--- src/cpu_macros.svh ---
`ifndef CPU_MACROS_SVH
`define CPU_MACROS_SVH

// Data and address width
`define XLEN 32

// Architectural registers including x0
`define REG_COUNT 32

// Memory depths in words
`define IMEM_DEPTH 256
`define DMEM_DEPTH 256

// PC value out of reset
`define RESET_PC 32'h0000_0000

`endif

--- src/cpuPkg.sv ---
`include "cpu_macros.svh"

package cpuPkg;

    typedef logic [`XLEN-1:0] word_t;   // One data word
    typedef logic [4:0]       regIdx_t; // rs1, rs2 or rd field

    // Major opcodes of the supported RV32I subset
    typedef enum logic [6:0] {
        opReg    = 7'b0110011,  // ADD SUB AND OR XOR SLT
        opImm    = 7'b0010011,  // ADDI
        opLoad   = 7'b0000011,  // LW
        opStore  = 7'b0100011,  // SW
        opBranch = 7'b1100011   // BEQ BNE
    } opcode_e;

    // Operations the ALU can perform
    typedef enum logic [2:0] {
        aluAdd = 3'd0,
        aluSub = 3'd1,
        aluAnd = 3'd2,
        aluOr  = 3'd3,
        aluXor = 3'd4,
        aluSlt = 3'd5   // Signed compare
    } aluOp_e;

    // Immediate format
    typedef enum logic [1:0] {
        immI = 2'd0,
        immS = 2'd1,
        immB = 2'd2
    } immSel_e;

endpackage

--- src/ctrlIf.sv ---
interface ctrlIf;
    import cpuPkg::*;

    logic    regWrite;
    logic    aluSrcImm;  // Second ALU operand is the immediate
    logic    memWrite;
    logic    memToReg;   // Writeback from data memory
    logic    branchEq;
    logic    branchNe;
    immSel_e immSel;
    aluOp_e  aluOp;

    // Control unit side
    modport ctrl (output regWrite, aluSrcImm, memWrite, memToReg,
                  output branchEq, branchNe, immSel, aluOp);

    // Datapath blocks
    modport dp (input regWrite, aluSrcImm, memWrite, memToReg, immSel, aluOp);

    // Next-PC logic only cares about the branch kind
    modport pc (input branchEq, branchNe);

endinterface

--- src/regFile.sv ---
`include "cpu_macros.svh"

module regFile (
    input  logic          CLK,
    input  logic          rstN,
    input  cpuPkg::word_t inst,
    ctrlIf.dp             ctrl,
    input  cpuPkg::word_t wData,
    output cpuPkg::word_t rs1Data,
    output cpuPkg::word_t rs2Data
);
    import cpuPkg::*;

    regIdx_t rs1Idx;
    regIdx_t rs2Idx;
    regIdx_t rdIdx;
    word_t   regs [0:`REG_COUNT-1];

    assign rs1Idx = inst[19:15];
    assign rs2Idx = inst[24:20];
    assign rdIdx  = inst[11:7];

    always_ff @(posedge CLK or negedge rstN) begin
        if (!rstN) begin
            for (int i = 0; i < `REG_COUNT; i++) begin
                regs[i] <= '0;
            end
        end else if (ctrl.regWrite && rdIdx != '0) begin  // x0 is hardwired
            regs[rdIdx] <= wData;
        end
    end

    assign rs1Data = regs[rs1Idx];
    assign rs2Data = regs[rs2Idx];

    // x0 storage never picks up a value
    x0Zero: assert property (@(posedge CLK) disable iff (!rstN) regs[0] == '0)
        else $error("x0 holds %h", regs[0]);

endmodule

--- src/flat_wrapper.sv ---
// flat-port wrapper written by rule: the top's interface ports become plain ports
module regFile_flat import cpuPkg::*;
  (CLK, rstN, inst, wData, rs1Data, rs2Data, ctrl_regWrite, ctrl_aluSrcImm, ctrl_memWrite, ctrl_memToReg, ctrl_immSel, ctrl_aluOp);
  ctrlIf ctrl_i ();
  input  logic CLK;
  input  logic rstN;
  input  cpuPkg::word_t inst;
  input  cpuPkg::word_t wData;
  output cpuPkg::word_t rs1Data;
  output cpuPkg::word_t rs2Data;
  input wire logic [$bits(ctrl_i.regWrite)-1:0] ctrl_regWrite;
  input wire logic [$bits(ctrl_i.aluSrcImm)-1:0] ctrl_aluSrcImm;
  input wire logic [$bits(ctrl_i.memWrite)-1:0] ctrl_memWrite;
  input wire logic [$bits(ctrl_i.memToReg)-1:0] ctrl_memToReg;
  input wire logic [$bits(ctrl_i.immSel)-1:0] ctrl_immSel;
  input wire logic [$bits(ctrl_i.aluOp)-1:0] ctrl_aluOp;
  assign ctrl_i.regWrite = ctrl_regWrite;
  assign ctrl_i.aluSrcImm = ctrl_aluSrcImm;
  assign ctrl_i.memWrite = ctrl_memWrite;
  assign ctrl_i.memToReg = ctrl_memToReg;
  assign ctrl_i.immSel = ctrl_immSel;
  assign ctrl_i.aluOp = ctrl_aluOp;
  regFile u_core (.CLK(CLK), .rstN(rstN), .inst(inst), .ctrl(ctrl_i), .wData(wData), .rs1Data(rs1Data), .rs2Data(rs2Data));
endmodule
--- config.mk ---
export PLATFORM = sky130hd
export DESIGN_NAME = regFile_flat
export DESIGN_NICKNAME = d
export VERILOG_FILES = /design/src/cpuPkg.sv /design/src/ctrlIf.sv /design/src/regFile.sv /design/src/flat_wrapper.sv
export VERILOG_INCLUDE_DIRS = /design/src
export SDC_FILE = /design/constraint.sdc
export NUM_CORES = 2
export LEC_CHECK = 0
export BUFFER_PORTS_ARGS = -buffer_cell sky130_fd_sc_hd__buf_2
export CAP_MARGIN = 20
export CORE_MARGIN = 8
export CORE_UTILIZATION = 45
export DETAILED_ROUTE_END_ITERATION = 6
export PLACE_DENSITY_LB_ADDON = 0.3
export SYNTH_ARGS = -nofsm -noshare
export SYNTH_HDL_FRONTEND = slang
export SYNTH_SLANG_ARGS = --single-unit
--- constraint.sdc ---
create_clock -name CLK -period 1.5 [get_ports CLK]
set_input_delay 0.075 -clock CLK [delete_from_list [all_inputs] [get_ports CLK]]
set_output_delay 0.075 -clock CLK [all_outputs]
set_load 0.01 [all_outputs]
==> flow_summary.ini <==
[outcome]
status = finished with violations
violations = negative setup slack

[critical_path]
crit_path_end_kind = output pin
crit_required_ns = 1.42
worstPathMaxFanout = 3
crit_type = reg2out
crit_arrival_ns = 2.21
start_kind = flip-flop

[sta]
fin_crit_ns = 2.29
slew_headroom_pct = 47.5
drv_slew = 0
hold_viol = 0
grt_setup_unrepaired = true
fin_hold_ws_ns = 0.0957
setup-violations-final = 64
max_slew.worst_pin.slew_ns = 0.785
post-route-period-util_pct = 152
finClkSkew_ns = 0
fmax_ghz = 0.438
setup_ws_ns = -0.785
fin_setup_tns_ns = -40.03

[finish]
regMostFlops = u_core.regs
fillers = 10200
reg_top3 = u_core.regs: 1024 flops
finalNonFillerCells = 6633
seq_area_sq_um = 25600
layout-drive-gt1-share_pct = 39.2
nets = 4980
area_delta_synth_final_pct = 22.3
multiInputGateArea_sq_um = 28900
layout_commonest_cell = dfrtp_1
postLayoutCoreUtil_pct = 55.2
final_cell_mix = dfrtp_1 (1,024), mux2i_1 (1,023), mux2_2 (974)
largest_reg_flops = 1024
final_cell_area_sq_um = 67900

[detailed_routing]
ant_nets = 0
drcViolationCount = 0
dr.pass1.iters = 5
wl_per_cell_microns = 26.7
drtIter0Drc = 3260
via_count = 40400
vias_per_cell = 6.10
wl_microns = 177000

[global_routing]
grt_pass1_vias = 41700
grt_pass1_wl_microns = 268000
grt_max_degree = 61
grt_overflow_total = 0
grt_use_total_pct = 25.4
grt_antenna_before_repair = 10

[clock_tree]
clockBufferDepth = 3
clockRootBuffer = clkbuf_16
clkLatencyLatePin_ns = 0.71
cts_tree = done
numCtsBuffers = 111
cts-htree-levels = 3
cts.clk_slew.worst_paths_ns = 0.06
clock-sinks = 1024

[placement]
pre_cts_ws_ns = -0.475
port_buffers = 113
place_congestion = 0.836
placed_area_sq_um = 62400
place_inst = 6396
place_hpwl_microns = 115000

[floorplan]
fp.coreArea_sq_um = 123000
die-height_microns = 367
num_rows = 129
ioPinCount = 139
dieArea_sq_um = 135000
die_x_microns = 367
start_util_pct = 45.1

[min_path]
worstHoldPathType = in2reg

[logic_synthesis]
yosys_warnings = 0
syn_area_per_cell_sq_um = 12.1
synth-seq-cells = 1024
synthDistinctLibCells = 26
synth_nets = 4676
synthCells = 4601
synth-seq-area-share_pct = 46.1
syn_area_sq_um = 55500

[pwr]
switching_power_mw = 23.8
switching_share_pct = 28.5
power_leakage_nw = 32.1
pwr-share-seq_pct = 44.2
irDropWorstVdd_v = 0.000858
power.density_nw_per_um2 = 1230
pwr-share-comb_pct = 20.9
pwr-share-clk_pct = 34.9
internal-power_mw = 59.7
power_mw = 83.5

[run]
drv_cap = 0
per-layer routing:
metal / track usage, % / share of wire [%] / vias up
li1: - / - / 17600
met5: 0 / 0.025 / -
met1: 34.2 / 43 / 21000
met2: 41.0 / 47 / 1409
met3: 4.10 / 6.1 / 418
met4: 10.3 / 4.2 / 6
worst paths after layout:
| kind | start | endpoint | slack, ns | depth (start not counted) |
|---|---|---|---|---|
| max | u_core.regs[795]$_DFFE_PN0P_ | rs2Data[27] | -0.79 | 6 |
| min | inst[10] | u_core.regs[894]$_DFFE_PN0P_ | 0.1 | 5 |
| max reg2reg | u_core.regs[922]$_DFFE_PN0P_ | u_core.regs[922]$_DFFE_PN0P_ | 0.48 | 3 |
| min reg2reg | u_core.regs[1002]$_DFFE_PN0P_ | u_core.regs[1002]$_DFFE_PN0P_ | 0.40 | 0 |
| max in group asynchronous | rstN | u_core.regs[524]$_DFFE_PN0P_ | 0.23 | 5 |
| min in group asynchronous | rstN | u_core.regs[0]$_DFFE_PN0P_ | 0.37 | 3 |
timing repair:
action                                   CTS  global route
gates resized for setup                  173            40
buffers inserted                           6             8
pin swaps                                105            98
hold buffers                              34             1
hold endpoints to repair                1978            15
endpoints found under the setup margin    64            79
critical path: stages, from the launching register on:
cell     delay (ns)
dfrtp_1        0.40
mux2i_1        0.15
a22o_1         0.18
nor3_1         0.06
a31oi_1        0.29
nand3_1        0.20
buf_2          0.20
cell type report:
class	count	area share, %
timing repair buffer	664	11.0
sequential	1024	37.7
antenna	2	0.00737
tap	1637	3.02
clock inverter	41	0.938
clock buffer	161	4.76
multi-input combinational	3104	42.6
logic make-up after synthesis:
kind of cell / after synthesis / share of synthesized area (%)
buffers and inverters: 473 / 4.01
flip-flops: 1024 / 46.1
multiplexers: 2016 / 38.6
AO/OA/AOI/OAI: 576 / 7.07
AND/OR/NAND/NOR: 512 / 4.22
cell usage after synthesis:
cell	n	share of area [%]
a22oi_1	192	2.6
dfrtp_1	1024	46
and3b_1	1	0.016
a22o_1	128	2.0
nand2_1	210	1.4
nand3_1	194	1.7
or3b_4	1	0.020
buf_2	155	1.4
nor2_1	11	0.074
nor3_1	65	0.59
nand2b_1	4	0.045
or2_2	3	0.034
mux2i_1	1024	18
nor3b_1	4	0.054
nand3b_1	4	0.054
and2_1	2	0.023
nor2b_1	4	0.045
and3_1	1	0.011
clkbuf_1	221	1.5
mux2_1	18	0.36
nor2_2	8	0.090
mux2_2	974	20
buf_4	68	0.92
buf_1	29	0.20
a21oi_1	192	1.7
a31oi_1	64	0.72
power groups by stage:
| stage | combinational (mW) | sequential, mW | clock, mW |
|---|---|---|---|
| 2_1_floorplan | 11.6 | 36.1 | 0 |
| 3_3_place_gp | 16.1 | 36.9 | 0 |
| 3_5_place_dp | 16.5 | 37.2 | 0 |
| 4_1_cts | 17.3 | 36.8 | 29.6 |
| 5_1_grt | 18.9 | 37.6 | 30.7 |
| 6_report | 17.5 | 36.9 | 29.2 |
No activity file was read; power rests on OpenSTA's default activity.
