### config.mk
export PLATFORM = sky130hd
export DESIGN_NAME = pcUnit_flat
export DESIGN_NICKNAME = d
export VERILOG_FILES = /design/src/cpuPkg.sv /design/src/ctrlIf.sv /design/src/pcUnit.sv /design/src/flat_wrapper.sv
export VERILOG_INCLUDE_DIRS = /design/src
export SDC_FILE = /design/constraint.sdc
export NUM_CORES = 1
export LEC_CHECK = 0
export BUFFER_PORTS_ARGS = -buffer_cell sky130_fd_sc_hd__buf_4
export CAP_MARGIN = 40
export CORE_MARGIN = 2
export CORE_UTILIZATION = 52
export CTS_BUF_LIST = sky130_fd_sc_hd__clkbuf_4 sky130_fd_sc_hd__clkbuf_8 sky130_fd_sc_hd__clkbuf_16
export CTS_CLUSTER_DIAMETER = 200
export CTS_CLUSTER_SIZE = 20
export DETAILED_ROUTE_END_ITERATION = 12
export MAX_ROUTING_LAYER = met4
export PLACE_DENSITY = 0.8
export SYNTH_ARGS = -nofsm -noshare
export SYNTH_HDL_FRONTEND = slang
export SYNTH_SLANG_ARGS = --single-unit
### constraint.sdc
create_clock -name CLK -period 2.2 [get_ports CLK]
set_input_delay 0.33 -clock CLK [delete_from_list [all_inputs] [get_ports CLK]]
set_output_delay 0.33 -clock CLK [all_outputs]
set_load 0.05 [all_outputs]
### src/cpu_macros.svh
`ifndef CPU_MACROS_SVH
`define CPU_MACROS_SVH

// Data and address width
`define XLEN 32

// Architectural registers including x0
`define REG_COUNT 32

// Memory depths in words
`define IMEM_DEPTH 256
`define DMEM_DEPTH 256

// PC value out of reset
`define RESET_PC 32'h0000_0000

`endif

### src/cpuPkg.sv
`include "cpu_macros.svh"

package cpuPkg;

    typedef logic [`XLEN-1:0] word_t;   // One data word
    typedef logic [4:0]       regIdx_t; // rs1, rs2 or rd field

    // Major opcodes of the supported RV32I subset
    typedef enum logic [6:0] {
        opReg    = 7'b0110011,  // ADD SUB AND OR XOR SLT
        opImm    = 7'b0010011,  // ADDI
        opLoad   = 7'b0000011,  // LW
        opStore  = 7'b0100011,  // SW
        opBranch = 7'b1100011   // BEQ BNE
    } opcode_e;

    // Operations the ALU can perform
    typedef enum logic [2:0] {
        aluAdd = 3'd0,
        aluSub = 3'd1,
        aluAnd = 3'd2,
        aluOr  = 3'd3,
        aluXor = 3'd4,
        aluSlt = 3'd5   // Signed compare
    } aluOp_e;

    // Immediate format
    typedef enum logic [1:0] {
        immI = 2'd0,
        immS = 2'd1,
        immB = 2'd2
    } immSel_e;

endpackage

### src/ctrlIf.sv
interface ctrlIf;
    import cpuPkg::*;

    logic    regWrite;
    logic    aluSrcImm;  // Second ALU operand is the immediate
    logic    memWrite;
    logic    memToReg;   // Writeback from data memory
    logic    branchEq;
    logic    branchNe;
    immSel_e immSel;
    aluOp_e  aluOp;

    // Control unit side
    modport ctrl (output regWrite, aluSrcImm, memWrite, memToReg,
                  output branchEq, branchNe, immSel, aluOp);

    // Datapath blocks
    modport dp (input regWrite, aluSrcImm, memWrite, memToReg, immSel, aluOp);

    // Next-PC logic only cares about the branch kind
    modport pc (input branchEq, branchNe);

endinterface

### src/pcUnit.sv
`include "cpu_macros.svh"

module pcUnit (
    input  logic          CLK,
    input  logic          rstN,
    input  logic          run,
    input  cpuPkg::word_t imm,
    input  logic          zero,
    ctrlIf.pc             ctrl,
    output cpuPkg::word_t pc
);
    import cpuPkg::*;

    logic  takeBranch;
    word_t nextPc;

    // BEQ on zero, BNE on nonzero
    assign takeBranch = (ctrl.branchEq && zero) || (ctrl.branchNe && !zero);
    assign nextPc     = takeBranch ? pc + imm : pc + 32'd4;

    always_ff @(posedge CLK or negedge rstN) begin
        if (!rstN) begin
            pc <= `RESET_PC;
        end else if (run) begin
            pc <= nextPc;
        end
    end

    // Branch offsets from the immediate path must keep word alignment
    pcAligned: assert property (@(posedge CLK) disable iff (!rstN) pc[1:0] == 2'b00)
        else $error("pc not word aligned: %h", pc);

endmodule

### src/flat_wrapper.sv
// flat-port wrapper written by rule: the top's interface ports become plain ports
module pcUnit_flat import cpuPkg::*;
  (CLK, rstN, run, imm, zero, pc, ctrl_branchEq, ctrl_branchNe);
  ctrlIf ctrl_i ();
  input  logic CLK;
  input  logic rstN;
  input  logic run;
  input  cpuPkg::word_t imm;
  input  logic zero;
  output cpuPkg::word_t pc;
  input wire logic [$bits(ctrl_i.branchEq)-1:0] ctrl_branchEq;
  input wire logic [$bits(ctrl_i.branchNe)-1:0] ctrl_branchNe;
  assign ctrl_i.branchEq = ctrl_branchEq;
  assign ctrl_i.branchNe = ctrl_branchNe;
  pcUnit u_core (.CLK(CLK), .rstN(rstN), .run(run), .imm(imm), .zero(zero), .ctrl(ctrl_i), .pc(pc));
endmodule
==> impl_metrics.env <==
export IMPL_status="complete, but fails checks"
export IMPL_violations="negative setup slack"
export IMPL_p_leak_nw=2.73
export IMPL_synth_edf_count=0
export IMPL_maxCapViolCount=0
export IMPL_wire_per_inst_um=22.5
export IMPL_synth_nets=560
export IMPL_cts_clk_slew_worst_paths_ns=0.08
export IMPL_period_minus_slack_ns=2.58
export IMPL_regArea_sq_um=826
export IMPL_irDropWorstVdd_mv=1.35
export IMPL_area_delta_synth_final_pct=66.1
export IMPL_switching_power_mw=5.29
export IMPL_cts_tree="built"
export IMPL_crit_type="register to register"
export IMPL_root_buffer="clkbuf_8"
export IMPL_die_area_sq_um=7810
export IMPL_finalWeightedCongestion=0.995
export IMPL_synth_main_ff_cell="dfrtp_1"
export IMPL_vias_per_cell=6.62
export IMPL_largest_register_ffs=32
export IMPL_synthArstFlopShare=1.00
export IMPL_finalPower_mw=10.3
export IMPL_diodes=0
export IMPL_cp_required_ns=2.40
export IMPL_ant_nets=0
export IMPL_first_pass_iters=5
export IMPL_reg_top3="u_core.pc: 32 flops"
export IMPL_die_h_um=88.4
export IMPL_rsz0062_at_grt="yes"
export IMPL_hold_viol=0
export IMPL_syn_area_sq_um=3700
export IMPL_power_density_nw_per_um2=1670
export IMPL_yosysMostFrequentCell="a21oi_1"
export IMPL_pwr_share_clk=0.060
export IMPL_port_buffers=69
export IMPL_grt_overflow=0
export IMPL_end_kind="register"
export IMPL_slew_violations=0
export IMPL_max_freq_mhz=387
export IMPL_final_util=0.900
export IMPL_synth_common_cells="a21oi_1, nand2_1, o21ai_0, dfrtp_1, ha_1"
export IMPL_grt_pass1_vias=4865
export IMPL_routed_wl_um=17900
export IMPL_yosys_top_cells_area="dfrtp_1, ha_1, a21oi_1, nand2_1, o21ai_0"
export IMPL_place_area_sq_um=5450
export IMPL_path_max_fanout=5
export IMPL_internal_power_mw=5.00
export IMPL_synth_distinct_cells=67
export IMPL_worst_pin_slew_ns=0.502
export IMPL_start_util=0.542
export IMPL_grtUsageTotal=0.430
export IMPL_ys_ff_latch=32
export IMPL_grt_first_pass_wirelength_um=24900
export IMPL_crit_arrival_ns=2.78
export IMPL_fill_cells=322
export IMPL_cts_buffers=5
export IMPL_grt_max_degree=33
export IMPL_holdCritPathClass="input port to async pin"
export IMPL_layout_setup_ws_ns=-0.382
export IMPL_yosys_warnings=0
export IMPL_finalClockSkew_ns=0.00620
export IMPL_htreeDepth=2
export IMPL_antenna_found_initial=0
export IMPL_clock_latency_ns=0.29
export IMPL_yosys_area_top_type="dfrtp_1"
export IMPL_p_seq_frac=0.117
export IMPL_seq_area_frac_synth=0.216
export IMPL_top_register="u_core.pc"
export IMPL_num_rows=30
export IMPL_startpoint_type="register"
export IMPL_clock_sinks=32
export IMPL_core_area_sq_um=6830
export IMPL_dp_hpwl_um=11600
export IMPL_ios=70
export IMPL_drc=0
export IMPL_via_count=5280
export IMPL_min_period_over_period=1.17
export IMPL_first_iter_violations=733
export IMPL_finalInstanceArea_sq_um=6150
export IMPL_max_slew_margin=0.665
export IMPL_synth_top_area_frac=0.216
export IMPL_clk_path_buf_depth=2
export IMPL_multi_input_area_sq_um=3330
export IMPL_synthCells=489
export IMPL_dp_slack_ns=-0.402
export IMPL_avgSynthCellArea_sq_um=7.57
export IMPL_ff2ff_path_depth=11
export IMPL_die_w_um=88.4
export IMPL_finalNetCount=772
export IMPL_switching_share=0.514
export IMPL_final_setup_viol_count=21
export IMPL_drive_gt1_frac=0.497
export IMPL_power_frac_comb=0.823
[stage by stage]
| stage | TNS, ns | hold WS [ns] | instances |
|---|---|---|---|
| after floorplan | -3.39 | 0.0344 | 489 |
| after global placement | -3.90 | 0.322 | 768 |
| after detailed placement | -4.98 | 0.322 | 768 |
| after CTS | -2.88 | 0.0123 | 789 |
| after global routing | -6.66 | 0.0193 | 798 |
| final | -4.83 | 0.00107 | 798 |
[power groups by stage]
stage	sequential (mW)	combinational [mW]	clock, mW
global route	1.21	8.87	0.630
CTS	1.16	7.53	0.602
detailed placement	1.15	7.00	0
finish	1.20	8.47	0.616
global placement	1.13	6.82	0
floorplan	2.24	3.05	0
[layout make-up]
type	count	share of cell area
multi-input cells	421	0.541
repair buffers	222	0.276
flip-flops and latches	32	0.134
well taps	96	0.0195
clock buffers	6	0.0124
inverters	19	0.0116
clock inverters	2	0.00570
[metal layers]
metal	vias to the layer above	track usage	share of wire
li1	2242	-	-
met1	2438	0.523	0.37
met2	443	0.686	0.46
met3	157	0.104	0.11
met4	0	0.168	0.065
met5	-	-	0
[critical path: stages, from the launching register on]
cell      delay, ns
dfrtp_2        0.40
ha_4           0.15
inv_2          0.04
fa_2           0.33
and2b_1        0.23
o211ai_1       0.16
a211oi_4       0.33
o21bai_4       0.14
o31ai_4        0.25
xor2_1         0.21
nor2_1         0.07
a311oi_2       0.17
[repair_timing]
| item | 4_1_cts | 5_1_grt |
|---|---|---|
| endpoints found under the setup margin | 23 | 25 |
| pin swaps | 22 | 36 |
| buffers inserted | 13 | 12 |
| endpoints found under the hold margin | 0 | 0 |
| hold buffers | 0 | 0 |
| gates resized for setup | 42 | 50 |
[layout by cell type (no fill, tap or decap), drive strengths merged, types with 4 or more instances in the layout]
cell type | netlist | final
a211oi | 11 | 11
a21o | 14 | 14
a21oi | 70 | 70
and2 | 4 | 4
and3 | 10 | 10
buf | 3 | 222
clkbuf | 14 | 6
dfrtp | 32 | 32
ha | 32 | 32
inv | 19 | 19
nand2 | 66 | 66
nand3 | 19 | 19
nand4 | 9 | 9
nor2 | 31 | 31
nor3 | 12 | 12
o21a | 4 | 4
o21ai | 43 | 43
o21bai | 6 | 6
o22ai | 11 | 11
or2 | 4 | 4
xnor2 | 16 | 16
xor2 | 8 | 8
[logic make-up (layout without fill, tap and decap cells)]
logic type | count (synthesis) | after routing | synth area share
xor gates and xnor gates | 24 | 24 | 0.0568
muxes | 5 | 5 | 0.0142
adders and majority gates | 33 | 33 | 0.114
buffers and inverters | 36 | 249 | 0.0382
AOI/OAI and AO/OA | 189 | 189 | 0.337
DFF | 32 | 32 | 0.216
and+or+nand+nor | 170 | 170 | 0.224
[path summary, 6_finish.rpt]
kind | startpoint | to | slack, ns
min in group CLK | imm[0] | u_core.pc[0] | 0.38
setup reg to reg | u_core.pc[0] | u_core.pc[16] | -0.38
hold reg to reg | u_core.pc[31] | u_core.pc[31] | 0.49
setup / recovery | u_core.pc[0] | u_core.pc[16] | -0.38
hold / removal | rstN | u_core.pc[2] | 0.001
max in group asynchronous | rstN | u_core.pc[14] | 1.82
Note: power is estimated with default switching activity, not from simulation.
