`config.mk`:
```
export PLATFORM = sky130hd
export DESIGN_NAME = controlUnit_flat
export DESIGN_NICKNAME = d
export VERILOG_FILES = /design/src/cpuPkg.sv /design/src/ctrlIf.sv /design/src/controlUnit.sv /design/src/flat_wrapper.sv
export VERILOG_INCLUDE_DIRS = /design/src
export SDC_FILE = /design/constraint.sdc
export NUM_CORES = 1
export LEC_CHECK = 0
export ABC_AREA = 0
export ABC_CLOCK_PERIOD_IN_PS = 2100
export CAP_MARGIN = 25
export CORE_AREA = 2 2 39 41
export DETAILED_ROUTE_END_ITERATION = 10
export DIE_AREA = 0 0 41 43
export DONT_BUFFER_PORTS = 1
export GPL_ROUTABILITY_DRIVEN = 1
export GPL_TIMING_DRIVEN = 1
export PLACE_DENSITY = 0.3
export SLEW_MARGIN = 5
export SYNTH_ARGS = -nofsm -noshare
export SYNTH_HDL_FRONTEND = slang
export SYNTH_SLANG_ARGS = --single-unit
```
`constraint.sdc`:
```
create_clock -name vclk -period 2.1
set_input_delay 0.63 -clock vclk [all_inputs]
set_output_delay 0.63 -clock vclk [all_outputs]
set_load 0.005 [all_outputs]
```
`src/cpu_macros.svh`:
```
`ifndef CPU_MACROS_SVH
`define CPU_MACROS_SVH

// Data and address width
`define XLEN 32

// Architectural registers including x0
`define REG_COUNT 32

// Memory depths in words
`define IMEM_DEPTH 256
`define DMEM_DEPTH 256

// PC value out of reset
`define RESET_PC 32'h0000_0000

`endif

```
`src/cpuPkg.sv`:
```
`include "cpu_macros.svh"

package cpuPkg;

    typedef logic [`XLEN-1:0] word_t;   // One data word
    typedef logic [4:0]       regIdx_t; // rs1, rs2 or rd field

    // Major opcodes of the supported RV32I subset
    typedef enum logic [6:0] {
        opReg    = 7'b0110011,  // ADD SUB AND OR XOR SLT
        opImm    = 7'b0010011,  // ADDI
        opLoad   = 7'b0000011,  // LW
        opStore  = 7'b0100011,  // SW
        opBranch = 7'b1100011   // BEQ BNE
    } opcode_e;

    // Operations the ALU can perform
    typedef enum logic [2:0] {
        aluAdd = 3'd0,
        aluSub = 3'd1,
        aluAnd = 3'd2,
        aluOr  = 3'd3,
        aluXor = 3'd4,
        aluSlt = 3'd5   // Signed compare
    } aluOp_e;

    // Immediate format
    typedef enum logic [1:0] {
        immI = 2'd0,
        immS = 2'd1,
        immB = 2'd2
    } immSel_e;

endpackage

```
`src/ctrlIf.sv`:
```
interface ctrlIf;
    import cpuPkg::*;

    logic    regWrite;
    logic    aluSrcImm;  // Second ALU operand is the immediate
    logic    memWrite;
    logic    memToReg;   // Writeback from data memory
    logic    branchEq;
    logic    branchNe;
    immSel_e immSel;
    aluOp_e  aluOp;

    // Control unit side
    modport ctrl (output regWrite, aluSrcImm, memWrite, memToReg,
                  output branchEq, branchNe, immSel, aluOp);

    // Datapath blocks
    modport dp (input regWrite, aluSrcImm, memWrite, memToReg, immSel, aluOp);

    // Next-PC logic only cares about the branch kind
    modport pc (input branchEq, branchNe);

endinterface

```
`src/controlUnit.sv`:
```
module controlUnit (
    input logic          run,
    input cpuPkg::word_t inst,
    ctrlIf.ctrl          ctrl
);
    import cpuPkg::*;

    opcode_e    opcode;
    logic [2:0] funct3;
    logic       regWriteDec;
    logic       memWriteDec;

    // Maps funct3 plus the SUB bit to an ALU operation
    function automatic aluOp_e decodeAlu(logic [2:0] f3, logic subBit);
        case ({subBit, f3})
            4'b0_000: return aluAdd;
            4'b1_000: return aluSub;
            4'b0_111: return aluAnd;
            4'b0_110: return aluOr;
            4'b0_100: return aluXor;
            4'b0_010: return aluSlt;
            default:  return aluAdd;
        endcase
    endfunction

    assign opcode = opcode_e'(inst[6:0]);
    assign funct3 = inst[14:12];

    always_comb begin
        // Unknown opcodes fall through as a no-op
        regWriteDec    = 1'b0;
        memWriteDec    = 1'b0;
        ctrl.aluSrcImm = 1'b0;
        ctrl.memToReg  = 1'b0;
        ctrl.branchEq  = 1'b0;
        ctrl.branchNe  = 1'b0;
        ctrl.immSel    = immI;
        ctrl.aluOp     = aluAdd;

        case (opcode)
            opReg: begin
                regWriteDec = 1'b1;
                ctrl.aluOp  = decodeAlu(funct3, inst[30]);
            end
            opImm: begin
                regWriteDec    = 1'b1;
                ctrl.aluSrcImm = 1'b1;
                ctrl.aluOp     = decodeAlu(funct3, 1'b0);  // Bit 30 is immediate here
            end
            opLoad: begin
                regWriteDec    = 1'b1;
                ctrl.aluSrcImm = 1'b1;
                ctrl.memToReg  = 1'b1;
            end
            opStore: begin
                memWriteDec    = 1'b1;
                ctrl.aluSrcImm = 1'b1;
                ctrl.immSel    = immS;
            end
            opBranch: begin
                ctrl.immSel   = immB;
                ctrl.aluOp    = aluSub;               // Equality via zero flag
                ctrl.branchEq = (funct3 == 3'b000);
                ctrl.branchNe = (funct3 == 3'b001);
            end
            default: ;
        endcase
    end

    // Nothing commits while halted
    assign ctrl.regWrite = regWriteDec & run;
    assign ctrl.memWrite = memWriteDec & run;

    noDualWrite: assert final (!(ctrl.memWrite && ctrl.regWrite))
        else $error("memWrite and regWrite both high");

endmodule

```
`src/flat_wrapper.sv`:
```
// flat-port wrapper written by rule: the top's interface ports become plain ports
module controlUnit_flat import cpuPkg::*;
  (run, inst, ctrl_regWrite, ctrl_aluSrcImm, ctrl_memWrite, ctrl_memToReg, ctrl_branchEq, ctrl_branchNe, ctrl_immSel, ctrl_aluOp);
  ctrlIf ctrl_i ();
  input logic run;
  input cpuPkg::word_t inst;
  output wire logic [$bits(ctrl_i.regWrite)-1:0] ctrl_regWrite;
  output wire logic [$bits(ctrl_i.aluSrcImm)-1:0] ctrl_aluSrcImm;
  output wire logic [$bits(ctrl_i.memWrite)-1:0] ctrl_memWrite;
  output wire logic [$bits(ctrl_i.memToReg)-1:0] ctrl_memToReg;
  output wire logic [$bits(ctrl_i.branchEq)-1:0] ctrl_branchEq;
  output wire logic [$bits(ctrl_i.branchNe)-1:0] ctrl_branchNe;
  output wire logic [$bits(ctrl_i.immSel)-1:0] ctrl_immSel;
  output wire logic [$bits(ctrl_i.aluOp)-1:0] ctrl_aluOp;
  assign ctrl_regWrite = ctrl_i.regWrite;
  assign ctrl_aluSrcImm = ctrl_i.aluSrcImm;
  assign ctrl_memWrite = ctrl_i.memWrite;
  assign ctrl_memToReg = ctrl_i.memToReg;
  assign ctrl_branchEq = ctrl_i.branchEq;
  assign ctrl_branchNe = ctrl_i.branchNe;
  assign ctrl_immSel = ctrl_i.immSel;
  assign ctrl_aluOp = ctrl_i.aluOp;
  controlUnit u_core (.run(run), .inst(inst), .ctrl(ctrl_i));
endmodule
```
==> out/qor.txt <==
Largest area contributor in the netlist: sky130_fd_sc_hd__nor3b_1
Worst rel slew slack: 77.51%
Average footprint of a synthesized cell: 7.962 um2
Count of antenna diodes in the layout: 0
Number of sequential cells in the layout: 0
Required time of the critical path: 1.47 ns
Max stage delay on crit path: 0.34 ns
Top cells by area in the synthesized netlist: sky130_fd_sc_hd__nor3b_1, sky130_fd_sc_hd__nor4_4, sky130_fd_sc_hd__mux2_4
Clock period minus final worst setup slack: 1.987 ns
Post-cts hold buffer count: 0
Count of pins on the block boundary: 44
Startpoint kind of the worst setup timing path: primary input
Wirelength, routed: 503 um
First-pass GRT wire length: 779 um
Overall power after layout: 17.71 uW
Total number of yosys warnings: 0
Run status: completed
Max-cap violations: 0
Leakage component of the power: 0.07128 nW
Area of the mapped netlist: 175.2 um2
Overall global routing resource usage: 5.794%
Setup CP Type: primary input to primary output
Maximum number of pins on one net before global-route repair: 7
Number of buffers added on ports: 0
Unrepaired setup endpoints after global routing: false
Area of the core: 1384 um2
Fin nets: 58
Final Hold Vio Count: 0
Layout clock buffers: 0
Cell at the slowest stage of the critical path: sky130_fd_sc_hd__and4bb_2
Path class of the lowest-slack min-delay path: primary input to primary output
Post-Layout Cell Count: 39
Worst Setup Slack, final: 0.1126 ns
Post-Syn Instances: 22
First-iteration detailed-routing DRC count: 5
Worst setup slack after placement: 0.09863 ns
Tcrit/Tclk final: 94.64%
Total vias in the final route: 182
Worst setup EP type: primary output
Standard-cell row count: 14
Fraction of final layout cells with drive strength greater than 1: 30.43%
Starting utilization of the core area: 12.66%
First drt pass iteration count: 3
Top cell type's share of synthesized area: 12.86%
Max Slew Vio Count: 0
Cell types with the highest counts after synthesis: sky130_fd_sc_hd__nand2_1, sky130_fd_sc_hd__nor3b_1, sky130_fd_sc_hd__nor3_1
Area grow syn2layout: 15.71%
X dimension of the die: 41 um
Initial antenna violation count: 0
Worst hold path cell count: 1
Sequential Area: 0 um2
Number of vias per cell: 4.667
Sequential fraction of the synthesis area: 0%
Antenna violation net count after detailed routing: 0
Pin slew with the least headroom to its limit: 0.3343 ns
CP Max Fanout: 3
Post-detailed-route wirelength per cell: 12.90 um
Routability cong.: 0.6938
Die Outline Area: 1763 um2
Die height: 43 um
Number of distinct library cell variants in the gate-level netlist after synthesis: 17
Top achievable clock speed: 503.2 MHz
Core Util, Final: 14.65%
Final setup vio count: 0
Number of cells upsized or downsized after cts: 0
Power per Cell Area: 87.38 nW/um2
Total half-perimeter wirelength after legalization and detailed placement: 467.8 um
Post-route setup TNS: 0 ns
Peak VDD IR: 0.03432 mV
Instance count after placement with tap cells included: 39
Vias in the first global route: 181
Worst path arrival time: 1.36 ns
GR Overflow Total: 0
Worst-path cell chain: and4bb_2, nand3_2, nor4_1
Synthesized netlist net count: 55
Number of setup buffers added after CTS: 0
Final routed DRC violation total: 0
-- final timing paths --
check | from | slack (ns) | to
worst max-delay path | inst[2] | 0.11 | ctrl_branchEq
worst min-delay path | inst[12] | 1.28 | ctrl_aluOp[2]
-- final cells by class --
| cell class | count | area [um2] |
|---|---|---|
| fill | 161 | 1181 |
| multi-input combinational | 21 | 171.4 |
| tap | 16 | 20.02 |
| timing repair buffer | 1 | 7.507 |
| inverter | 1 | 3.754 |
-- cells in the final DEF, fill, tap and decap left out --
cell                       Yosys  final
sky130_fd_sc_hd__a21oi_1       1      1
sky130_fd_sc_hd__a31o_1        1      1
sky130_fd_sc_hd__and3_1        1      1
sky130_fd_sc_hd__and4b_1       1      1
sky130_fd_sc_hd__and4bb_2      1      1
sky130_fd_sc_hd__buf_4         0      1
sky130_fd_sc_hd__inv_2         1      1
sky130_fd_sc_hd__mux2_4        1      1
sky130_fd_sc_hd__nand2_1       3      3
sky130_fd_sc_hd__nand2b_4      1      1
sky130_fd_sc_hd__nand3_2       1      1
sky130_fd_sc_hd__nor2_1        1      1
sky130_fd_sc_hd__nor2b_1       1      1
sky130_fd_sc_hd__nor3_1        2      2
sky130_fd_sc_hd__nor3b_1       3      3
sky130_fd_sc_hd__nor4_1        1      1
sky130_fd_sc_hd__nor4_4        1      1
sky130_fd_sc_hd__xnor2_1       1      1
-- worst max-delay path: cells and delay by family --
kind	cells	cell delay, ns
simple gates	3	0.72
-- cell families after synthesis --
| kind of cell | Yosys count | share of synthesized area [%] |
|---|---|---|
| compound gates | 2 | 7.855 |
| xor+xnor | 1 | 5.001 |
| buf+inv | 1 | 2.141 |
| mux | 1 | 8.569 |
| simple gates | 17 | 76.43 |
-- where the power goes --
group          leakage [nW]  internal, mW  switching (mW)
Clock                     0             0               0
Sequential                0             0               0
Combinational        0.0713       0.00972         0.00799
Total                0.0713       0.00972         0.00799
-- stage by stage --
stage	hold slack, ns	cell area [um2]
2_1_floorplan	1.281	175.2
3_3_place_gp	1.285	202.7
3_5_place_dp	1.284	202.7
4_1_cts	1.284	202.7
5_1_grt	1.284	202.7
6_report	1.282	202.7
-- layer usage --
layer	vias up	track usage (%)	part of all wire (%)
li1	90	-	-
met1	77	7.911	37
met2	15	9.688	46
met3	0	1.047	17
met4	0	0	0
met5	-	0	0
(Power assumes the default switching activity.)
