$ cat src/cpu_macros.svh
`ifndef CPU_MACROS_SVH
`define CPU_MACROS_SVH

// Data and address width
`define XLEN 32

// Architectural registers including x0
`define REG_COUNT 32

// Memory depths in words
`define IMEM_DEPTH 256
`define DMEM_DEPTH 256

// PC value out of reset
`define RESET_PC 32'h0000_0000

`endif

$ cat src/cpuPkg.sv
`include "cpu_macros.svh"

package cpuPkg;

    typedef logic [`XLEN-1:0] word_t;   // One data word
    typedef logic [4:0]       regIdx_t; // rs1, rs2 or rd field

    // Major opcodes of the supported RV32I subset
    typedef enum logic [6:0] {
        opReg    = 7'b0110011,  // ADD SUB AND OR XOR SLT
        opImm    = 7'b0010011,  // ADDI
        opLoad   = 7'b0000011,  // LW
        opStore  = 7'b0100011,  // SW
        opBranch = 7'b1100011   // BEQ BNE
    } opcode_e;

    // Operations the ALU can perform
    typedef enum logic [2:0] {
        aluAdd = 3'd0,
        aluSub = 3'd1,
        aluAnd = 3'd2,
        aluOr  = 3'd3,
        aluXor = 3'd4,
        aluSlt = 3'd5   // Signed compare
    } aluOp_e;

    // Immediate format
    typedef enum logic [1:0] {
        immI = 2'd0,
        immS = 2'd1,
        immB = 2'd2
    } immSel_e;

endpackage

$ cat src/ctrlIf.sv
interface ctrlIf;
    import cpuPkg::*;

    logic    regWrite;
    logic    aluSrcImm;  // Second ALU operand is the immediate
    logic    memWrite;
    logic    memToReg;   // Writeback from data memory
    logic    branchEq;
    logic    branchNe;
    immSel_e immSel;
    aluOp_e  aluOp;

    // Control unit side
    modport ctrl (output regWrite, aluSrcImm, memWrite, memToReg,
                  output branchEq, branchNe, immSel, aluOp);

    // Datapath blocks
    modport dp (input regWrite, aluSrcImm, memWrite, memToReg, immSel, aluOp);

    // Next-PC logic only cares about the branch kind
    modport pc (input branchEq, branchNe);

endinterface

$ cat src/aluUnit.sv
`include "cpu_macros.svh"

module aluUnit (
    input  cpuPkg::word_t rs1Data,
    input  cpuPkg::word_t rs2Data,
    input  cpuPkg::word_t imm,
    ctrlIf.dp             ctrl,
    output cpuPkg::word_t aluResult,
    output logic          zero
);
    import cpuPkg::*;

    word_t opB;
    logic  lessThan;

    assign opB      = ctrl.aluSrcImm ? imm : rs2Data;  // Immediate or rs2
    assign lessThan = $signed(rs1Data) < $signed(opB);

    always_comb begin
        case (ctrl.aluOp)
            aluAdd:  aluResult = rs1Data + opB;
            aluSub:  aluResult = rs1Data - opB;
            aluAnd:  aluResult = rs1Data & opB;
            aluOr:   aluResult = rs1Data | opB;
            aluXor:  aluResult = rs1Data ^ opB;
            aluSlt:  aluResult = {{(`XLEN-1){1'b0}}, lessThan};
            default: aluResult = rs1Data + opB;
        endcase
    end

    // Branch compare uses the subtract result
    assign zero = (aluResult == '0);

endmodule

$ cat src/flat_wrapper.sv
// flat-port wrapper written by rule: the top's interface ports become plain ports
module aluUnit_flat import cpuPkg::*;
  (rs1Data, rs2Data, imm, aluResult, zero, ctrl_regWrite, ctrl_aluSrcImm, ctrl_memWrite, ctrl_memToReg, ctrl_immSel, ctrl_aluOp);
  ctrlIf ctrl_i ();
  input  cpuPkg::word_t rs1Data;
  input  cpuPkg::word_t rs2Data;
  input  cpuPkg::word_t imm;
  output cpuPkg::word_t aluResult;
  output logic zero;
  input wire logic [$bits(ctrl_i.regWrite)-1:0] ctrl_regWrite;
  input wire logic [$bits(ctrl_i.aluSrcImm)-1:0] ctrl_aluSrcImm;
  input wire logic [$bits(ctrl_i.memWrite)-1:0] ctrl_memWrite;
  input wire logic [$bits(ctrl_i.memToReg)-1:0] ctrl_memToReg;
  input wire logic [$bits(ctrl_i.immSel)-1:0] ctrl_immSel;
  input wire logic [$bits(ctrl_i.aluOp)-1:0] ctrl_aluOp;
  assign ctrl_i.regWrite = ctrl_regWrite;
  assign ctrl_i.aluSrcImm = ctrl_aluSrcImm;
  assign ctrl_i.memWrite = ctrl_memWrite;
  assign ctrl_i.memToReg = ctrl_memToReg;
  assign ctrl_i.immSel = ctrl_immSel;
  assign ctrl_i.aluOp = ctrl_aluOp;
  aluUnit u_core (.rs1Data(rs1Data), .rs2Data(rs2Data), .imm(imm), .ctrl(ctrl_i), .aluResult(aluResult), .zero(zero));
endmodule
$ cat config.mk
export PLATFORM = sky130hd
export DESIGN_NAME = aluUnit_flat
export DESIGN_NICKNAME = d
export VERILOG_FILES = /design/src/cpuPkg.sv /design/src/ctrlIf.sv /design/src/aluUnit.sv /design/src/flat_wrapper.sv
export VERILOG_INCLUDE_DIRS = /design/src
export SDC_FILE = /design/constraint.sdc
export NUM_CORES = 1
export LEC_CHECK = 0
export ABC_AREA = 1
export BUFFER_PORTS_ARGS = -buffer_cell sky130_fd_sc_hd__buf_2
export CAP_MARGIN = 20
export CORE_ASPECT_RATIO = 2
export CORE_MARGIN = 2
export CORE_UTILIZATION = 35
export DETAILED_ROUTE_END_ITERATION = 8
export PLACE_DENSITY = 0.53
export SETUP_SLACK_MARGIN = 0.15
export SYNTH_ARGS = -nofsm -noshare
export SYNTH_HDL_FRONTEND = slang
export SYNTH_SLANG_ARGS = --single-unit
$ cat constraint.sdc
create_clock -name vclk -period 7.85
set_input_delay 0.785 -clock vclk [all_inputs]
set_output_delay 0.785 -clock vclk [all_outputs]
set_load 0.02 [all_outputs]
==> results.py, run 1 <==
metrics = {
    "setup_path": {
        "worstSetupStartpointType": "input port",
        "cpPeakStageDelay_ns": 0.57,
        "worst-path-buf-inv": 3,
        "cp_max_fo": 33,
        "worstPathArrival_ns": 4.69,
        "path_class": "in -> out",
        "crit_path_frequent_cell": "nand2_1",
        "endpoint_kind": "primary output",
        "cpMaxStageDelayCell": "ha_1",
        "cp_data_required_time_ns": 7.07,
        "crit_family": "simple AND/OR/NAND/NOR gates",
        "crit_chain": "buf_2, buf_4, o21ai_0, ha_1, nand2_1, nor2_1, nand2_1, nor2_1, nand2_1, nand2_1, nand2_1, nand3_1, nand3_1, nor2_1, nand2_1, nor2_1, nand2_1, nor2_1, buf_2",
    },
    "sta": {
        "tns_ns": 0,
        "rsz0062_at_grt": "false",
        "maxSlewViolCount": 0,
        "min_period_over_period_pct": 69.8,
        "setup_viol": 0,
        "setup_slack_ns": 2.37,
        "min_period_ns": 5.48,
        "worst_slew_pin_slew_ns": 0.757,
        "relSlewSlack_pct": 49.2,
        "fmax_mhz": 183,
        "fin_hold_ws_ns": 2.15,
        "hold_violations": 0,
    },
    "detailed_routing": {
        "wl_per_cell_um": 17.0,
        "wirelength_um": 31100,
        "dr.pass1.iters": 5,
        "drc": 0,
        "vias_per_cell": 4.96,
        "dr.first_iter.drc_count": 398,
        "vias": 9086,
        "detail-route-antenna-nets": 0,
    },
    "placement": {
        "routabilityCongestion": 1.02,
        "preCtsSetupSlack_ns": 2.37,
        "io_buffers": 133,
        "dp_hpwl_um": 27000,
        "dpl-instance-area_um2": 8120,
    },
    "die": {
        "die_h_um": 210,
        "core_area_um2": 20900,
        "start_util_pct": 35.4,
        "rows": 75,
        "die_w_um": 107,
        "pin_count": 138,
        "dieArea_um2": 22400,
    },
    "finish": {
        "antenna_cells": 0,
        "area_growth_pct": 9.57,
        "nClkBuffers": 0,
        "seq_cells": 0,
        "nFillCells": 2557,
        "layout-drive-gt1-share_pct": 12.7,
        "fin_nets": 1775,
        "fin_area_um2": 8120,
        "seq_area_um2": 0,
    },
    "clock_network": {
        "holdBufCountCts": 0,
        "post_cts_buffers": 0,
        "cts_resized": 0,
    },
    "hold_path": {
        "hold_path_class": "in -> out",
        "whs_path_depth": 5,
        "holdPathEnd": "aluResult[31]",
        "hp-start": "rs1Data[31]",
    },
    "power": {
        "switchingPower_uw": 524,
        "pwr-share-seq_pct": 0,
        "p_int_uw": 226,
        "ir_worst_vdd_mv": 0.0387,
        "p_sw_share_pct": 69.8,
        "powerDensity_nw_per_um2": 92.4,
        "power_frac_clock_pct": 0,
        "combinationalPowerShare_pct": 100.0,
        "p_leak_nw": 5.21,
    },
    "grt": {
        "grt_pass1_wl_um": 47200,
        "antenna_found_initial": 0,
        "grt-ovfl-total": 0,
        "grt_pass1_vias": 9030,
        "grt_use_total_pct": 27.4,
        "grt_start_max_net_pins": 34,
    },
    "logic_synthesis": {
        "avgSynthCellArea_um2": 5.06,
        "synthCells": 1466,
        "synth.cell_area_um2": 7410,
        "yosysWarningCount": 0,
        "ys_seq_area_share_pct": 0,
        "yosysUniqueCellTypes": 40,
        "synth_fp_nets": 1676,
    },
    "status": {
        "outcome": "finished, final reports clean",
    },
    "job": {
        "cap_violations": 0,
    },
}
==> tightest hold or removal path, stage by stage <==
cell and delay [ns]:
buf_2 0.10, ha_1 0.14, a221oi_1 0.09, nand3_2 0.09, buf_2 0.16
==> area by class of cell <==
type               count  area, um2  share of cell area (%)
well taps            269        337                    4.14
multi-input cells   1068       5740                    70.6
repair buffers       136        688                    8.47
inverters            359       1360                    16.8
==> routing by layer <==
| metal | share of wire [%] | wire, um | track usage [%] | vias up |
|---|---|---|---|---|
| li1 | - | - | - | 4675 |
| met1 | 32 | 10100 | 25.0 | 4028 |
| met2 | 56 | 17300 | 55.5 | 269 |
| met3 | 3.3 | 1030 | 1.30 | 114 |
| met4 | 8.6 | 2680 | 19.0 | 0 |
| met5 | 0 | 0 | 0 | - |
==> worst max-delay path by stage <==
stage | from | endpoint | cells past startpoint
6_report | ctrl_aluSrcImm | zero | 19
5_1_grt | ctrl_aluSrcImm | zero | 20
4_1_cts | ctrl_aluSrcImm | zero | 21
3_5_place_dp | ctrl_aluSrcImm | zero | 21
3_3_place_gp | ctrl_aluSrcImm | zero | 21
2_1_floorplan | ctrl_aluSrcImm | zero | 20
==> stage by stage <==
step | power, mW | utilization [%] | std cells
4_1_cts | 0.746 | 38.8 | 1832
3_5_place_dp | 0.743 | 38.8 | 1832
5_1_grt | 0.831 | 38.8 | 1832
6_report | 0.751 | 38.8 | 1832
3_3_place_gp | 0.739 | 38.8 | 1832
2_1_floorplan | 0.520 | - | 1466
==> cells in the mapped netlist, drive strengths merged <==
master / count / share of area, %
and2: 4 / 0.34
clkbuf: 14 / 1.2
nor4: 1 / 0.084
nor3: 13 / 1.1
clkinv: 1 / 0.051
o21bai: 7 / 0.71
nand3: 138 / 10
and3: 2 / 0.17
a221oi: 4 / 0.47
ha: 103 / 17
inv: 357 / 18
o311ai: 1 / 0.12
nor3b: 1 / 0.10
a21oi: 72 / 5.0
o211ai: 2 / 0.20
xnor2: 1 / 0.12
nand2: 486 / 25
nand4: 20 / 1.7
o21ai: 52 / 3.5
o22ai: 26 / 2.2
buf: 25 / 3.0
fa: 2 / 0.54
nor2: 124 / 7.3
xor2: 4 / 0.47
bufinv: 1 / 0.24
a31oi: 3 / 0.25
nand3b: 2 / 0.25
==> cells by family after synthesis <==
group / after synthesis / synth area share, %
AND/OR/NAND/NOR: 791 / 46.4
buffers and inverters: 398 / 22.6
AO/OA/AOI/OAI: 167 / 12.5
adder cells (fa/ha/maj): 105 / 17.9
XOR/XNOR: 5 / 0.591
==> power by group through the flow <==
stage | combinational, mW | sequential [mW] | clock, mW
after global routing | 0.831 | 0 | 0
after CTS | 0.746 | 0 | 0
final | 0.751 | 0 | 0
after floorplan | 0.520 | 0 | 0
after detailed placement | 0.743 | 0 | 0
after global placement | 0.739 | 0 | 0
==> layout by cell type (no fill, tap or decap), types with 2 or more instances in the layout <==
master,netlist,routed
nand2_1,473,473
inv_1,351,351
buf_2,7,133
nand3_1,126,126
ha_1,103,103
nor2_1,102,102
a21oi_1,69,69
o21ai_0,52,52
o22ai_1,26,26
nand4_1,20,20
nor2_2,18,18
nand3_2,12,12
nand2_2,11,11
nor3_1,9,9
o21bai_1,7,7
inv_2,6,6
nor2_4,4,4
nor3_2,4,4
a221oi_1,4,4
and2_1,4,4
xor2_1,4,4
a21oi_2,3,3
a31oi_1,3,3
buf_4,5,3
nand2_4,2,2
and3_1,2,2
o211ai_1,2,2
fa_1,2,2
Power figures use the tool's default switching activity.
==> run 2: changes to the inputs <==
--- a/config.mk
+++ b/config.mk
@@ -6,7 +6,7 @@
 export SDC_FILE = /design/constraint.sdc
 export NUM_CORES = 1
 export LEC_CHECK = 0
-export ABC_AREA = 1
+export ABC_AREA = 0
 export BUFFER_PORTS_ARGS = -buffer_cell sky130_fd_sc_hd__buf_2
 export CAP_MARGIN = 20
 export CORE_ASPECT_RATIO = 2
==> constraint.sdc (replaced) <==
create_clock -name vclk -period 5.4
set_input_delay 0.54 -clock vclk [all_inputs]
set_output_delay 0.54 -clock vclk [all_outputs]
set_load 0.02 [all_outputs]
==> run 2 against run 1 <==
  * Combinational power is 70% higher
  * Critical path depth is 1 lower
  * Utilization is 9.8 points higher
  * Critical path type unchanged
==> results.py, run 2 <==
metrics = {
    "status": {
        "outcome": "finished, final reports clean",
    },
    "placement": {
        "dp_hpwl_um": 23600,
        "preCtsSetupSlack_ns": -0.199,
        "routabilityCongestion": 1.00,
        "place_inst": 1378,
        "io_buffers": 133,
    },
    "finish": {
        "final_cell_mix": "buf_4 (132), buf_2 (131), inv_1 (109)",
        "fin_nets": 1389,
        "final_util_pct": 48.6,
        "seq_area_um2": 0,
        "seq_cells": 0,
        "layout_commonest_cell": "buf_4",
        "layout-drive-gt1-share_pct": 29.9,
        "nClkBuffers": 0,
        "multiInputGateArea_um2": 6230,
        "antenna_cells": 0,
        "nFillCells": 1925,
        "area_growth_pct": 36.0,
        "stdcell_count": 1390,
    },
    "power": {
        "powerDensity_nw_per_um2": 147,
        "power_frac_clock_pct": 0,
        "pwr-share-seq_pct": 0,
        "p_sw_share_pct": 58.0,
        "p_leak_nw": 4.18,
        "switchingPower_uw": 742,
        "ir_worst_vdd_mv": 0.0748,
        "combinationalPowerShare_pct": 100.0,
        "p_int_uw": 538,
    },
    "die": {
        "start_util_pct": 35.8,
        "die_w_um": 99.6,
        "die_h_um": 195,
        "core_area_um2": 17900,
        "dieArea_um2": 19400,
        "rows": 69,
        "pin_count": 138,
    },
    "sta": {
        "maxSlewViolCount": 0,
        "worst_slew_pin_slew_ns": 0.533,
        "min_period_over_period_pct": 95.8,
        "tns_ns": 0,
        "setup_slack_ns": 0.227,
        "relSlewSlack_pct": 63.9,
        "rsz0062_at_grt": "true",
        "fmax_mhz": 193,
        "min_period_ns": 5.17,
        "setup_viol": 0,
        "hold_violations": 0,
        "fin_hold_ws_ns": 1.70,
    },
    "logic_synthesis": {
        "synthTopCellsByArea": "ha_1 (20%), mux2i_1 (6.6%), inv_1 (6.5%)",
        "yosysTopAreaCellShare_pct": 20.2,
        "yosysUniqueCellTypes": 88,
        "synth_top_family_by_area": "compound AO/OA/AOI/OAI gates",
        "synth.area.mux_share_pct": 7.11,
        "synth_compound_area_share_pct": 35.0,
        "ys_seq_area_share_pct": 0,
        "synth.cell_area_um2": 6390,
        "synthCells": 960,
        "yosysMostFrequentCell": "inv_1",
        "avgSynthCellArea_um2": 6.66,
        "synthXorXnorAreaFrac_pct": 1.92,
        "synth_commonest_cells": "inv_1 (111), ha_1 (103), a21oi_1 (83), nor2_1 (83), nand2_1 (62)",
        "yosys.area_share.simple_pct": 25.3,
        "yosysTopAreaCell": "ha_1",
        "synth_fa_ha_area_share_pct": 20.8,
        "synth_fp_nets": 1170,
        "yosysWarningCount": 0,
    },
    "detailed_routing": {
        "vias": 8262,
        "detail-route-antenna-nets": 0,
        "vias_per_cell": 5.94,
        "wirelength_um": 28700,
        "drc": 0,
        "wl_per_cell_um": 20.6,
        "dr.pass1.iters": 5,
        "dr.first_iter.drc_count": 364,
    },
    "setup_path": {
        "cp-endpoint": "zero",
        "endpoint_kind": "primary output",
        "cp_data_required_time_ns": 4.86,
        "worstSetupStartpointType": "input port",
        "cpPeakStageDelay_ns": 0.52,
        "worstPathArrival_ns": 4.63,
        "path_class": "in -> out",
        "crit_family": "simple AND/OR/NAND/NOR gates",
        "startpoint": "ctrl_aluSrcImm",
        "cp_max_fo": 6,
        "worst-path-buf-inv": 5,
        "cpMaxStageDelayCell": "or4b_1",
        "critical_path_depth": 18,
        "crit_chain": "buf_12, clkbuf_16, mux2i_4, ha_4, a21oi_2, o221a_4, o41a_1, buf_6, o311ai_4, nand2_1, a22o_1, or4b_1, nor4_2, buf_4, nor4b_4, nand4b_1, nor4_2, buf_4",
    },
    "grt": {
        "grt_use_total_pct": 28.0,
        "grt_pass1_vias": 8150,
        "antenna_found_initial": 0,
        "grt_start_max_net_pins": 30,
        "grt_pass1_wl_um": 43100,
        "grt-ovfl-total": 0,
    },
    "clock_network": {
        "holdBufCountCts": 0,
    },
    "job": {
        "cap_violations": 0,
    },
    "hold_path": {
        "hold_path_class": "in -> out",
        "hp-start": "ctrl_aluOp[1]",
    },
}
[run 2: cell types whose count changed in the layout (fill, tap and decap cells not counted), moves of 19 or more]
cell and delta:
nor2b_1 +19, nand3_1 -103, buf_4 +129, nand2_1 -411
inv_1 -242, nor2_1 -22, nand2b_1 +19, mux2i_1 +27
o22ai_1 -22
[run 2: layer usage]
layer	global-route usage, %	wire [um]	vias to the layer above	share of wire (%)
li1	-	-	3942	-
met1	25.9	9400	3871	33
met2	53.9	15500	302	54
met3	1.83	985	147	3.4
met4	22.6	2850	0	9.9
met5	0	0	-	0
[run 2: worst min path at each step]
stage                   endpoint  cells after the start  slack [ns]
finish              aluResult[1]                      4        1.70
global route        aluResult[1]                      4        1.74
CTS                 aluResult[1]                      4        1.72
detailed placement  aluResult[1]                      4        1.72
global placement    aluResult[1]                      4        1.72
floorplan           aluResult[0]                      4        1.48
[run 2: area by class of cell]
| type | instances | share of cell area, % |
|---|---|---|
| repair buffers | 270 | 20.4 |
| multi-input cells | 796 | 71.7 |
| well taps | 213 | 3.07 |
| inverters | 111 | 4.79 |
[run 2: through the flow]
| step | total power, mW | area, um2 |
|---|---|---|
| 2_1_floorplan | 0.701 | 6390 |
| 3_3_place_gp | 1.16 | 8050 |
| 3_5_place_dp | 1.17 | 8050 |
| 4_1_cts | 1.20 | 8240 |
| 5_1_grt | 1.37 | 8690 |
| 6_report | 1.28 | 8690 |
[run 2: timing repair]
item	4_1_cts	5_1_grt
gates resized for setup	40	68
setup endpoints to repair	1	2
buffers inserted	0	11
endpoints found under the hold margin	0	0
gates cloned	0	1
pin swaps	3	22
[run 2: logic make-up after synthesis]
kind of cell / count (synthesis)
compound gates: 317
xor+xnor: 14
fa+ha+maj: 105
buf+inv: 164
mux: 45
simple gates: 315
[run 2: power by group through the flow]
stage	registers, mW	clock network, mW	logic, mW
after floorplan	0	0	0.701
after global placement	0	0	1.16
after detailed placement	0	0	1.17
after CTS	0	0	1.20
after global routing	0	0	1.37
final	0	0	1.28
